**config.mk**
```make
export PLATFORM = sky130hd
export DESIGN_NAME = bitser_top
export DESIGN_NICKNAME = d
export VERILOG_FILES = /design/src/bitser_pkg.sv /design/src/bitser_decode.sv /design/src/bitser_state.sv /design/src/bitser_alu.sv /design/src/bitser_regfile.sv /design/src/bitser_top.sv
export VERILOG_INCLUDE_DIRS = /design/src /design/src/src
export SDC_FILE = /design/constraint.sdc
export NUM_CORES = 1
export LEC_CHECK = 0
export BUFFER_PORTS_ARGS = -buffer_cell sky130_fd_sc_hd__buf_2
export CAP_MARGIN = 20
export CORE_MARGIN = 10
export CORE_UTILIZATION = 40
export CTS_BUF_LIST = sky130_fd_sc_hd__clkbuf_4
export DETAILED_ROUTE_END_ITERATION = 7
export SETUP_SLACK_MARGIN = 0.5
export SYNTH_ARGS = -nofsm -noshare
export SYNTH_HDL_FRONTEND = slang
export SYNTH_HIERARCHICAL = 1
export SYNTH_SLANG_ARGS = --single-unit
```
**constraint.sdc**
```tcl
create_clock -name i_clk -period 27.6 [get_ports i_clk]
set_input_delay 1.38 -clock i_clk [delete_from_list [all_inputs] [get_ports i_clk]]
set_output_delay 1.38 -clock i_clk [all_outputs]
set_load 0.02 [all_outputs]
```
**src/bitser_macros.svh**
```systemverilog
`ifndef BITSER_MACROS_SVH
`define BITSER_MACROS_SVH

// data path and instruction word width
`define BITSER_XLEN   32
// opcode field at the top of every instruction word
`define BITSER_OP_W   4
// register count and the width of a register index
`define BITSER_NREGS  8
`define BITSER_RIDX_W 3
// signed immediate held in the low bits of the immediate format
`define BITSER_IMM_W  22
// upper part of the bit counter
// the two low index bits are encoded by a 4-bit one-hot ring
`define BITSER_CNT_W  3
// full serial bit index, upper count plus the two ring bits
`define BITSER_IDX_W  5

`endif

```
**src/bitser_pkg.sv**
```systemverilog
`include "bitser_macros.svh"

package bitser_pkg;

   // opcode values in bits [31:28] of the instruction word
   // anything above OUT is executed as a no-op
   typedef enum logic [`BITSER_OP_W-1:0] {
      ADD  = 4'd0,
      SUB  = 4'd1,
      AND  = 4'd2,
      OR   = 4'd3,
      XOR  = 4'd4,
      SLT  = 4'd5,
      ADDI = 4'd6,
      XORI = 4'd7,
      BEQ  = 4'd8,
      BNE  = 4'd9,
      OUT  = 4'd10
   } bitser_op_e;

   // register format with three register indices
   typedef struct packed {
      bitser_op_e                  opcode;
      logic [`BITSER_RIDX_W-1:0]   rd;
      logic [`BITSER_RIDX_W-1:0]   rs1;
      logic [`BITSER_RIDX_W-1:0]   rs2;
      logic [`BITSER_XLEN-`BITSER_OP_W-3*`BITSER_RIDX_W-1:0] unused;
   } bitser_rtype_s;

   // immediate format, the immediate overlaps the rs2 field
   typedef struct packed {
      bitser_op_e                       opcode;
      logic [`BITSER_RIDX_W-1:0]        rd;
      logic [`BITSER_RIDX_W-1:0]        rs1;
      logic signed [`BITSER_IMM_W-1:0]  imm;
   } bitser_itype_s;

   // one fetched word seen through both formats
   // rs2 is taken from the r view and the immediate from the i view
   typedef union packed {
      bitser_rtype_s r;
      bitser_itype_s i;
   } bitser_insn_u;

endpackage

```
**src/bitser_decode.sv**
```systemverilog
`timescale 1ns/1ps
`include "bitser_macros.svh"

module bitser_decode
   import bitser_pkg::*;
(
   input  logic                      i_clk,
   input  logic                      i_rst,
   input  logic                      i_ibus_ack,
   input  logic [`BITSER_XLEN-1:0]   i_ibus_rdt,
   input  logic [`BITSER_IDX_W-1:0]  i_cnt_idx,
   output logic [`BITSER_RIDX_W-1:0] o_rs1,
   output logic [`BITSER_RIDX_W-1:0] o_rs2,
   output logic [`BITSER_RIDX_W-1:0] o_rd,
   output logic [`BITSER_IMM_W-1:0]  o_imm,
   output logic                      o_imm_bit,
   output logic                      o_branch,
   output logic                      o_bne,
   output logic                      o_two_stage,
   output logic                      o_write_rd,
   output logic                      o_imm_sel,
   output logic                      o_out_op,
   output bitser_op_e                o_alu_fn
);

   bitser_insn_u            insn_q;
   bitser_op_e              op;
   logic [`BITSER_XLEN-1:0] imm_ext;

   // the word is held for the whole instruction, both passes included
   // a cleared word decodes as an add into r0 and so changes nothing
   always_ff @(posedge i_clk) begin
      if (i_rst) begin
         insn_q <= '0;
      end else if (i_ibus_ack) begin
         insn_q <= i_ibus_rdt;
      end
   end

   assign op    = insn_q.r.opcode;
   assign o_rs1 = insn_q.r.rs1;
   assign o_rd  = insn_q.r.rd;
   // branches compare rs1 with the register named in the rd field
   assign o_rs2 = o_branch ? insn_q.r.rd : insn_q.r.rs2;
   assign o_imm = insn_q.i.imm;

   // sign extend once so the serial bit is a plain index into the word
   assign imm_ext = {{(`BITSER_XLEN-`BITSER_IMM_W){insn_q.i.imm[`BITSER_IMM_W-1]}},
                     insn_q.i.imm};
   assign o_imm_bit = imm_ext[i_cnt_idx];

   always_comb begin
      o_branch    = 1'b0;
      o_bne       = 1'b0;
      o_two_stage = 1'b0;
      o_write_rd  = 1'b0;
      o_imm_sel   = 1'b0;
      o_out_op    = 1'b0;
      o_alu_fn    = ADD;
      case (op)
         ADD, SUB, AND, OR, XOR: begin
            o_write_rd = 1'b1;
            o_alu_fn   = op;
         end
         // compare in the first pass, write the flag in the second
         SLT: begin
            o_write_rd  = 1'b1;
            o_two_stage = 1'b1;
            o_alu_fn    = SLT;
         end
         ADDI: begin
            o_write_rd = 1'b1;
            o_imm_sel  = 1'b1;
         end
         XORI: begin
            o_write_rd = 1'b1;
            o_imm_sel  = 1'b1;
            o_alu_fn   = XOR;
         end
         // only the equality flag of the alu is looked at for branches
         BEQ, BNE: begin
            o_branch    = 1'b1;
            o_two_stage = 1'b1;
            o_bne       = (op == BNE);
            o_alu_fn    = SUB;
         end
         OUT: o_out_op = 1'b1;
         // unknown opcodes still run one pass and step the PC
         default: ;
      endcase
   end

endmodule

```
**src/bitser_state.sv**
```systemverilog
`timescale 1ns/1ps
`include "bitser_macros.svh"

module bitser_state (
   input  logic                     i_clk,
   input  logic                     i_rst,
   input  logic                     i_ibus_ack,
   output logic                     o_ibus_cyc,
   output logic [`BITSER_XLEN-1:0]  o_ibus_adr,
   input  logic                     i_branch,
   input  logic                     i_bne,
   input  logic                     i_two_stage,
   input  logic                     i_write_rd,
   input  logic                     i_out_op,
   input  logic                     i_alu_eq,
   input  logic [`BITSER_IMM_W-1:0] i_imm,
   output logic                     o_cnt_en,
   output logic [`BITSER_IDX_W-1:0] o_cnt_idx,
   output logic                     o_cnt0,
   output logic                     o_cnt_done,
   output logic                     o_init,
   output logic                     o_rd_en,
   output logic                     o_out_strobe
);

   localparam logic [`BITSER_XLEN-1:0] PC_STEP = 4;

   logic [`BITSER_CNT_W-1:0] cnt_hi;
   logic [3:0]               cnt_r;
   logic                     init_done;
   logic                     stage_two_req;
   logic                     boot;
   logic                     take_branch;
   logic                     pc_upd;
   logic [`BITSER_XLEN-1:0]  pc;
   logic [`BITSER_XLEN-1:0]  br_off;

   // the counter runs whenever a ring bit is set, no separate enable flop
   assign o_cnt_en  = |cnt_r;
   // one-hot ring position encoded into the two low index bits
   assign o_cnt_idx = {cnt_hi, cnt_r[3] | cnt_r[2], cnt_r[3] | cnt_r[1]};
   assign o_cnt0    = (cnt_hi == '0) & cnt_r[0];

   // first pass of slt or a branch, cleared once that pass has finished
   assign o_init  = i_two_stage & !init_done;
   // the first pass only computes flags and never writes rd
   assign o_rd_en = i_write_rd & o_cnt_en & !o_init;

   // the output buffer is complete on the last bit of the OUT pass
   assign o_out_strobe = o_cnt_done & i_out_op;

   // i_alu_eq includes bit 31 while o_cnt_done is high
   assign take_branch = i_branch & (i_alu_eq ^ i_bne);
   // branches finish after their first pass, slt needs its second one
   assign pc_upd      = o_cnt_done & (!o_init | i_branch);

   // immediate counts words, so shift it up by two
   assign br_off = {{(`BITSER_XLEN-`BITSER_IMM_W-2){i_imm[`BITSER_IMM_W-1]}}, i_imm, 2'b00};

   assign o_ibus_adr = pc;

   always_ff @(posedge i_clk) begin
      // delayed reset, marks the first cycle after reset is released
      boot <= i_rst;
      if (i_rst) begin
         o_ibus_cyc    <= 1'b0;
         pc            <= '0;
         cnt_hi        <= '0;
         cnt_r         <= 4'b0000;
         o_cnt_done    <= 1'b0;
         init_done     <= 1'b0;
         stage_two_req <= 1'b0;
      end else begin
         // fetch starts after reset and after each PC update
         // the acknowledge closes the bus cycle
         if (boot | pc_upd) begin
            o_ibus_cyc <= 1'b1;
         end else if (i_ibus_ack) begin
            o_ibus_cyc <= 1'b0;
         end

         if (pc_upd) begin
            pc <= pc + (take_branch ? br_off : PC_STEP);
         end

         if (o_cnt_done) begin
            init_done <= o_init & !i_branch;
         end
         // one-cycle request that launches the second slt pass
         stage_two_req <= o_cnt_done & o_init & !i_branch;

         // registered so that it is high during bit 31
         o_cnt_done <= (cnt_hi == '1) & cnt_r[2];

         // upper count steps each time the ring wraps past position 3
         cnt_hi <= cnt_hi + {{(`BITSER_CNT_W-1){1'b0}}, cnt_r[3]};
         // a new pass is injected at bit 0 of the ring when idle
         // and the done flag stops the ring from wrapping after bit 31
         cnt_r  <= {cnt_r[2:0],
                    (cnt_r[3] & !o_cnt_done) | ((i_ibus_ack | stage_two_req) & !o_cnt_en)};
      end
   end

endmodule

```
**src/bitser_alu.sv**
```systemverilog
`timescale 1ns/1ps
`include "bitser_macros.svh"

module bitser_alu
   import bitser_pkg::*;
(
   input  logic                     i_clk,
   input  logic                     i_rst,
   input  logic                     i_cnt_en,
   input  logic                     i_cnt0,
   input  logic                     i_rs1_bit,
   input  logic                     i_rs2_bit,
   input  logic                     i_imm_bit,
   input  logic                     i_imm_sel,
   input  bitser_op_e               i_alu_fn,
   input  logic                     i_init,
   input  logic [`BITSER_IDX_W-1:0] i_cnt_idx,
   output logic                     o_rd_bit,
   output logic                     o_eq,
   output logic                     o_lt
);

   logic op2;
   logic sub_mode;
   logic b_eff;
   logic cin;
   logic sum;
   logic cout;
   logic carry_q;
   logic eq_q;
   logic last_bit;

   // second operand is either register rs2 or the serial immediate
   assign op2      = i_imm_sel ? i_imm_bit : i_rs2_bit;
   // slt compares by subtracting in its first pass
   assign sub_mode = (i_alu_fn == SUB) | (i_alu_fn == SLT);

   // subtract as a + ~b + 1, the +1 enters as carry in at bit 0
   assign b_eff = op2 ^ sub_mode;
   assign cin   = i_cnt0 ? sub_mode : carry_q;
   assign sum   = i_rs1_bit ^ b_eff ^ cin;
   assign cout  = (i_rs1_bit & b_eff) | (cin & (i_rs1_bit ^ b_eff));

   // equality including the current bit, so it is final on bit 31
   assign o_eq = (i_cnt0 | eq_q) & !(i_rs1_bit ^ op2);

   assign last_bit = &i_cnt_idx;

   always_ff @(posedge i_clk) begin
      if (i_rst) begin
         carry_q <= 1'b0;
         eq_q    <= 1'b0;
         o_lt    <= 1'b0;
      end else if (i_cnt_en) begin
         carry_q <= cout;
         eq_q    <= o_eq;
         // with equal signs the missing borrow decides
         // otherwise rs1 is smaller exactly when it is negative
         if (i_init & last_bit) begin
            o_lt <= (i_rs1_bit ^ op2) ? i_rs1_bit : !cout;
         end
      end
   end

   always_comb begin
      case (i_alu_fn)
         AND:     o_rd_bit = i_rs1_bit & op2;
         OR:      o_rd_bit = i_rs1_bit | op2;
         XOR:     o_rd_bit = i_rs1_bit ^ op2;
         // second pass writes the flag at bit 0 and zero above it
         SLT:     o_rd_bit = i_init ? sum : (i_cnt0 & o_lt);
         default: o_rd_bit = sum;
      endcase
   end

endmodule

```
**src/bitser_regfile.sv**
```systemverilog
`timescale 1ns/1ps
`include "bitser_macros.svh"

module bitser_regfile (
   input  logic                      i_clk,
   input  logic                      i_rst,
   input  logic [`BITSER_RIDX_W-1:0] i_rs1,
   input  logic [`BITSER_RIDX_W-1:0] i_rs2,
   input  logic [`BITSER_RIDX_W-1:0] i_rd,
   input  logic [`BITSER_IDX_W-1:0]  i_cnt_idx,
   input  logic                      i_rd_en,
   input  logic                      i_rd_bit,
   input  logic                      i_out_strobe,
   output logic                      o_rs1_bit,
   output logic                      o_rs2_bit,
   output logic                      o_out_valid,
   output logic [`BITSER_XLEN-1:0]   o_out_data
);

   logic [`BITSER_XLEN-1:0] regs [`BITSER_NREGS];
   logic [`BITSER_XLEN-1:0] rs1_word;
   logic [`BITSER_XLEN-1:0] rs2_word;
   logic [`BITSER_XLEN-1:0] out_shift;

   assign rs1_word = regs[i_rs1];
   assign rs2_word = regs[i_rs2];

   // register 0 is never written and is forced to read as zero
   assign o_rs1_bit = (i_rs1 != '0) & rs1_word[i_cnt_idx];
   assign o_rs2_bit = (i_rs2 != '0) & rs2_word[i_cnt_idx];

   // each bit is read before it is written
   // so rd may name one of the sources
   always_ff @(posedge i_clk) begin
      if (i_rd_en && (i_rd != '0)) begin
         regs[i_rd][i_cnt_idx] <= i_rd_bit;
      end
   end

   // rs1 bits enter from the top, so after 32 shifts bit 0 is at the bottom
   // the last bit is merged in directly when the strobe arrives
   always_ff @(posedge i_clk) begin
      out_shift <= {o_rs1_bit, out_shift[`BITSER_XLEN-1:1]};
      if (i_out_strobe) begin
         o_out_data <= {o_rs1_bit, out_shift[`BITSER_XLEN-1:1]};
      end
   end

   // one-cycle valid, the cycle after the last bit of the OUT pass
   always_ff @(posedge i_clk) begin
      if (i_rst) begin
         o_out_valid <= 1'b0;
      end else begin
         o_out_valid <= i_out_strobe;
      end
   end

endmodule

```
**src/bitser_top.sv**
```systemverilog
`timescale 1ns/1ps
`include "bitser_macros.svh"

module bitser_top
   import bitser_pkg::*;
(
   input  logic                     i_clk,
   input  logic                     i_rst,
   output logic                     o_ibus_cyc,
   output logic [`BITSER_XLEN-1:0]  o_ibus_adr,
   input  logic                     i_ibus_ack,
   input  logic [`BITSER_XLEN-1:0]  i_ibus_rdt,
   output logic                     o_out_valid,
   output logic [`BITSER_XLEN-1:0]  o_out_data
);

   // decode outputs
   logic [`BITSER_RIDX_W-1:0] rs1;
   logic [`BITSER_RIDX_W-1:0] rs2;
   logic [`BITSER_RIDX_W-1:0] rd;
   logic [`BITSER_IMM_W-1:0]  imm;
   logic                      imm_bit;
   logic                      branch;
   logic                      bne;
   logic                      two_stage;
   logic                      write_rd;
   logic                      imm_sel;
   logic                      out_op;
   bitser_op_e                alu_fn;

   // sequencing from the state block
   logic                      cnt_en;
   logic [`BITSER_IDX_W-1:0]  cnt_idx;
   logic                      cnt0;
   logic                      init;
   logic                      rd_en;
   logic                      out_strobe;

   // serial data path
   logic                      rs1_bit;
   logic                      rs2_bit;
   logic                      rd_bit;
   logic                      alu_eq;

   bitser_decode decode0 (
      .i_clk       (i_clk),
      .i_rst       (i_rst),
      .i_ibus_ack  (i_ibus_ack),
      .i_ibus_rdt  (i_ibus_rdt),
      .i_cnt_idx   (cnt_idx),
      .o_rs1       (rs1),
      .o_rs2       (rs2),
      .o_rd        (rd),
      .o_imm       (imm),
      .o_imm_bit   (imm_bit),
      .o_branch    (branch),
      .o_bne       (bne),
      .o_two_stage (two_stage),
      .o_write_rd  (write_rd),
      .o_imm_sel   (imm_sel),
      .o_out_op    (out_op),
      .o_alu_fn    (alu_fn)
   );

   // the end of a pass is only acted on inside the state block
   bitser_state state0 (
      .i_clk        (i_clk),
      .i_rst        (i_rst),
      .i_ibus_ack   (i_ibus_ack),
      .o_ibus_cyc   (o_ibus_cyc),
      .o_ibus_adr   (o_ibus_adr),
      .i_branch     (branch),
      .i_bne        (bne),
      .i_two_stage  (two_stage),
      .i_write_rd   (write_rd),
      .i_out_op     (out_op),
      .i_alu_eq     (alu_eq),
      .i_imm        (imm),
      .o_cnt_en     (cnt_en),
      .o_cnt_idx    (cnt_idx),
      .o_cnt0       (cnt0),
      .o_cnt_done   (),
      .o_init       (init),
      .o_rd_en      (rd_en),
      .o_out_strobe (out_strobe)
   );

   // the less-than flag is consumed inside the alu by the second slt pass
   bitser_alu alu0 (
      .i_clk     (i_clk),
      .i_rst     (i_rst),
      .i_cnt_en  (cnt_en),
      .i_cnt0    (cnt0),
      .i_rs1_bit (rs1_bit),
      .i_rs2_bit (rs2_bit),
      .i_imm_bit (imm_bit),
      .i_imm_sel (imm_sel),
      .i_alu_fn  (alu_fn),
      .i_init    (init),
      .i_cnt_idx (cnt_idx),
      .o_rd_bit  (rd_bit),
      .o_eq      (alu_eq),
      .o_lt      ()
   );

   bitser_regfile regfile0 (
      .i_clk        (i_clk),
      .i_rst        (i_rst),
      .i_rs1        (rs1),
      .i_rs2        (rs2),
      .i_rd         (rd),
      .i_cnt_idx    (cnt_idx),
      .i_rd_en      (rd_en),
      .i_rd_bit     (rd_bit),
      .i_out_strobe (out_strobe),
      .o_rs1_bit    (rs1_bit),
      .o_rs2_bit    (rs2_bit),
      .o_out_valid  (o_out_valid),
      .o_out_data   (o_out_data)
   );

endmodule

```
==> results.rst <==
.. list-table::
   :header-rows: 1

   * - Metric
     - Value
   * - Peak ir drop on the vdd network
     - 0.03714 mV
   * - Fin nets
     - 1825
   * - Count of pins on the block boundary
     - around 100
   * - CP required
     - between 20000 and 30000 ps
   * - Number of remaining DRC errors
     - 0
   * - Reg2reg setup slack
     - approximately 19000 ps
   * - Share of the synthesized area in the top cell type
     - 43.44%
   * - Number of buffers added on ports
     - about 100
   * - Dominant cell type by area after synthesis
     - edfxtp_1
   * - RSZ-0062 raised after global routing
     - false
   * - Leak Pwr
     - 7.778 nW
   * - DP Wirelength
     - 30.81 mm
   * - Num rows
     - 81
   * - Clock period minus worst slack
     - 8342 ps
   * - Highest achievable clock rate
     - approximately 0.12 GHz
   * - Number of standard cells after synthesis
     - 1621
   * - First-pass GRT wire length
     - 78.99 mm
   * - Clock tree root driver cell
     - clkbuf_4
   * - Synth Area per Inst
     - 12.28 um^2
   * - PnR Total Power
     - 0.001468 W
   * - Utilization after layout
     - 45.56%
   * - Data arrival, critical path
     - about 8800 ps
   * - Top area cells in the synthesized netlist
     - edfxtp_1, mux4_2, dfxtp_1, nor2_1, mux2i_1
   * - Outcome
     - complete, no violations
   * - Number of failing setup endpoints in the final timing report
     - 0
   * - Worst r2r src
     - decode0/insn_q[31]
   * - Initial antenna violation count
     - 2
   * - Floorplan die width
     - 243.1 um
   * - Number of filler instances in the final layout
     - 4626
   * - Placer Congestion
     - between 0.9 and 1
   * - Kind of path behind the tightest hold check
     - register to register
   * - Cell Area, Synth
     - 19910 um^2
   * - Area overhead of the layout relative to synthesis
     - 12.25%
   * - Total negative slack
     - 0 ps
   * - Capturing instance or port of the critical path
     - regfile0/regs[6][0]
   * - Power density over the cells
     - 65.67 nW/um^2
   * - Setup crit end kind
     - register
   * - Post-detailed-routing wire length
     - 51.06 mm
   * - Yosys Warn Count
     - 6
   * - Max-cap violation count
     - 0
   * - Number of gates resized after cts
     - 0
   * - Worst clock skew
     - about 80 ps
   * - Global Route Usage Sum
     - 16.94%
   * - Count of flip-flops with a built-in enable after synthesis
     - 288
   * - Seq/Total Area, Yosys
     - 54.40%
   * - Most common flop cell mapped by yosys
     - edfxtp_1
   * - Count of H-tree levels built during CTS
     - 3
   * - Capture instance of the worst register-to-register path
     - regfile0/regs[6][0]
   * - Crit. Startpoint
     - decode0/insn_q[31]
   * - Total via count in the routed design
     - 13761
   * - Final clock period utilization by the worst path
     - a little under a third
   * - Most common cell in the synthesized netlist
     - nor2_1
   * - Die Span Y
     - 243.1 um
   * - Async set-or-reset flop fraction in the synthesized netlist
     - 0%
   * - Worst-path maximum fanout
     - approximately 120
   * - Longest Clk Path Bufs
     - 3
   * - Total of hold buffers inserted after clock tree synthesis
     - 0
   * - Post-DR vias/cell
     - 5.478
   * - Post-detailed-route count of antenna-violating nets
     - 0
   * - Worst slew slack as a fraction of its limit
     - between 20% and 30%
   * - Pre-antenna DRT Iters
     - 5
   * - Fraction of final layout cells with drive strength greater than 1
     - 23.96%
   * - Clock transition time at the flip-flop clock pins of the worst setup and hold paths
     - 60 ps
   * - Setup Buffers After CTS
     - 0
   * - CTS tree
     - built
   * - Pins Over Slew Limit
     - 0
   * - Initial standard-cell utilization of the core
     - 40.59%
   * - Worst Max-Slew Pin Slew
     - 1155 ps
   * - Critical path type
     - register to register
   * - Total CTS buffers
     - 105
   * - Maximum number of pins on one net before global-route repair
     - about 120
   * - Remaining global-route overflow
     - 0
   * - Worst reg2reg path depth
     - 20
   * - Startpoint type of the worst setup path
     - register
   * - Wirelength per Cell
     - slightly above 20 um
   * - Count of endpoints failing hold in the final timing report
     - 0
   * - Number of distinct library cell variants in the gate-level netlist after synthesis
     - 91
   * - Source-to-sink clock delay at the later pin of the worst-skew pair
     - roughly 880 ps
   * - Count of clock tree sinks
     - just under 400
   * - Core box area
     - 49050 um^2
   * - Number of storage elements in the synthesis netlist
     - 397
   * - Most used standard cells in the synthesized netlist
     - nor2_1, edfxtp_1, mux2i_1
   * - Via count of the first global-routing pass
     - 13906
   * - Starting DRT DRC Count
     - 1118
   * - Die area
     - approximately 59000 um^2
## logic make-up after synthesis
group           after synthesis  synth area share [%]
compound gates              202                 7.039
xor+xnor                     16                0.7039
fa+ha+maj                    28                 1.835
buf+inv                     147                 3.827
flops                       397                 54.40
mux                         228                 18.06
other cells                   3               0.05656
simple gates                600                 14.08
## cells in the final DEF (no fill, tap or decap), types with 10 or more instances in the layout
cell type,n
nor2_1,317
edfxtp_1,288
clkbuf_4,157
mux2i_1,111
dfxtp_1,107
mux4_2,101
buf_2,98
nand2_1,84
nor2b_1,50
a21oi_1,44
conb_1,35
a211oi_1,31
buf_4,30
and3_1,29
ha_1,26
clkinv_1,25
o21ai_0,24
inv_1,18
o22ai_1,18
nand3_1,18
nand2b_1,13
mux2_2,11
nand4_1,10
a21o_1,10
## critical path, stage by stage (launching register included)
cell,delay [ps]
dfxtp_1,350
inv_1,130
nor3_2,190
buf_4,300
mux2_2,200
buf_4,760
nor2b_1,360
a22oi_1,160
a22oi_1,160
a31oi_1,100
o41ai_1,1050
nand4_1,180
o32a_1,210
mux2i_1,260
xor2_1,220
fa_1,450
mux2i_1,150
a41oi_1,190
a21oi_4,790
buf_4,910
buf_4,760
## registers in the layout, indices dropped and copies added (netlist names), 3 cells and up
register,cells
state0/cnt_r,4
state0/o_ibus_adr,30
state0/cnt_hi,3
regfile0/regs,256
regfile0/out_shift,31
regfile0/o_out_data,32
decode0/insn_q,32
## final cells by class
| class | count | area [um^2] | area share, % |
|---|---|---|---|
| multi-input combinational | 1109 | 8456 | 37.83 |
| timing repair buffer | 129 | 720.7 | 3.225 |
| clock buffer | 157 | 1179 | 5.274 |
| inverter | 20 | 75.07 | 0.3359 |
| clock inverter | 33 | 242.7 | 1.086 |
| antenna | 3 | 7.507 | 0.03359 |
| tap | 664 | 830.8 | 3.717 |
| sequential | 397 | 10840 | 48.49 |
## worst min-delay path by stage
stage | cells after the start | startpoint | slack, ps | endpoint
detailed placement | 0 | regfile0/out_shift[28] | 330 | regfile0/out_shift[27]
floorplan | 0 | regfile0/out_shift[11] | 330 | regfile0/out_shift[10]
CTS | 0 | regfile0/out_shift[26] | 320 | regfile0/out_shift[25]
finish | 0 | regfile0/out_shift[3] | 340 | regfile0/out_shift[2]
global route | 0 | regfile0/out_shift[3] | 340 | regfile0/out_shift[2]
global placement | 0 | regfile0/out_shift[28] | 330 | regfile0/out_shift[27]
## per-stage QoR
| stage | instances | cell area, um^2 | hold WS [ps] | setup slack [ps] |
|---|---|---|---|---|
| floorplan | 1653 | 20030 | 326.5 | 15030 |
| global placement | 2318 | 20920 | 329.0 | 19430 |
| detailed placement | 2318 | 20920 | 333.1 | 19220 |
| CTS | 2508 | 22340 | 324.2 | 19130 |
| global route | 2512 | 22350 | 344.8 | 18530 |
| finish | 2512 | 22350 | 337.0 | 19260 |
## power by group
group | switching [W] | internal [W] | leakage (nW)
clock network | 0.000242 | 0.000296 | 0.825
logic | 0.000118 | 0.0000656 | 3.42
registers | 0.0000177 | 0.000728 | 3.53
## per-layer routing
| layer | vias to the layer above | GRT usage, % | share of wire, % | wire [um] |
|---|---|---|---|---|
| met5 | - | 0 | 0 | 0 |
| met4 | 0 | 6.892 | 3.0 | 1540 |
| met3 | 94 | 4.239 | 6.4 | 3276 |
| met2 | 436 | 27.45 | 48 | 24520 |
| met1 | 6874 | 21.31 | 43 | 21720 |
| li1 | 6357 | - | - | - |
No activity file was read; power rests on OpenSTA's default activity.
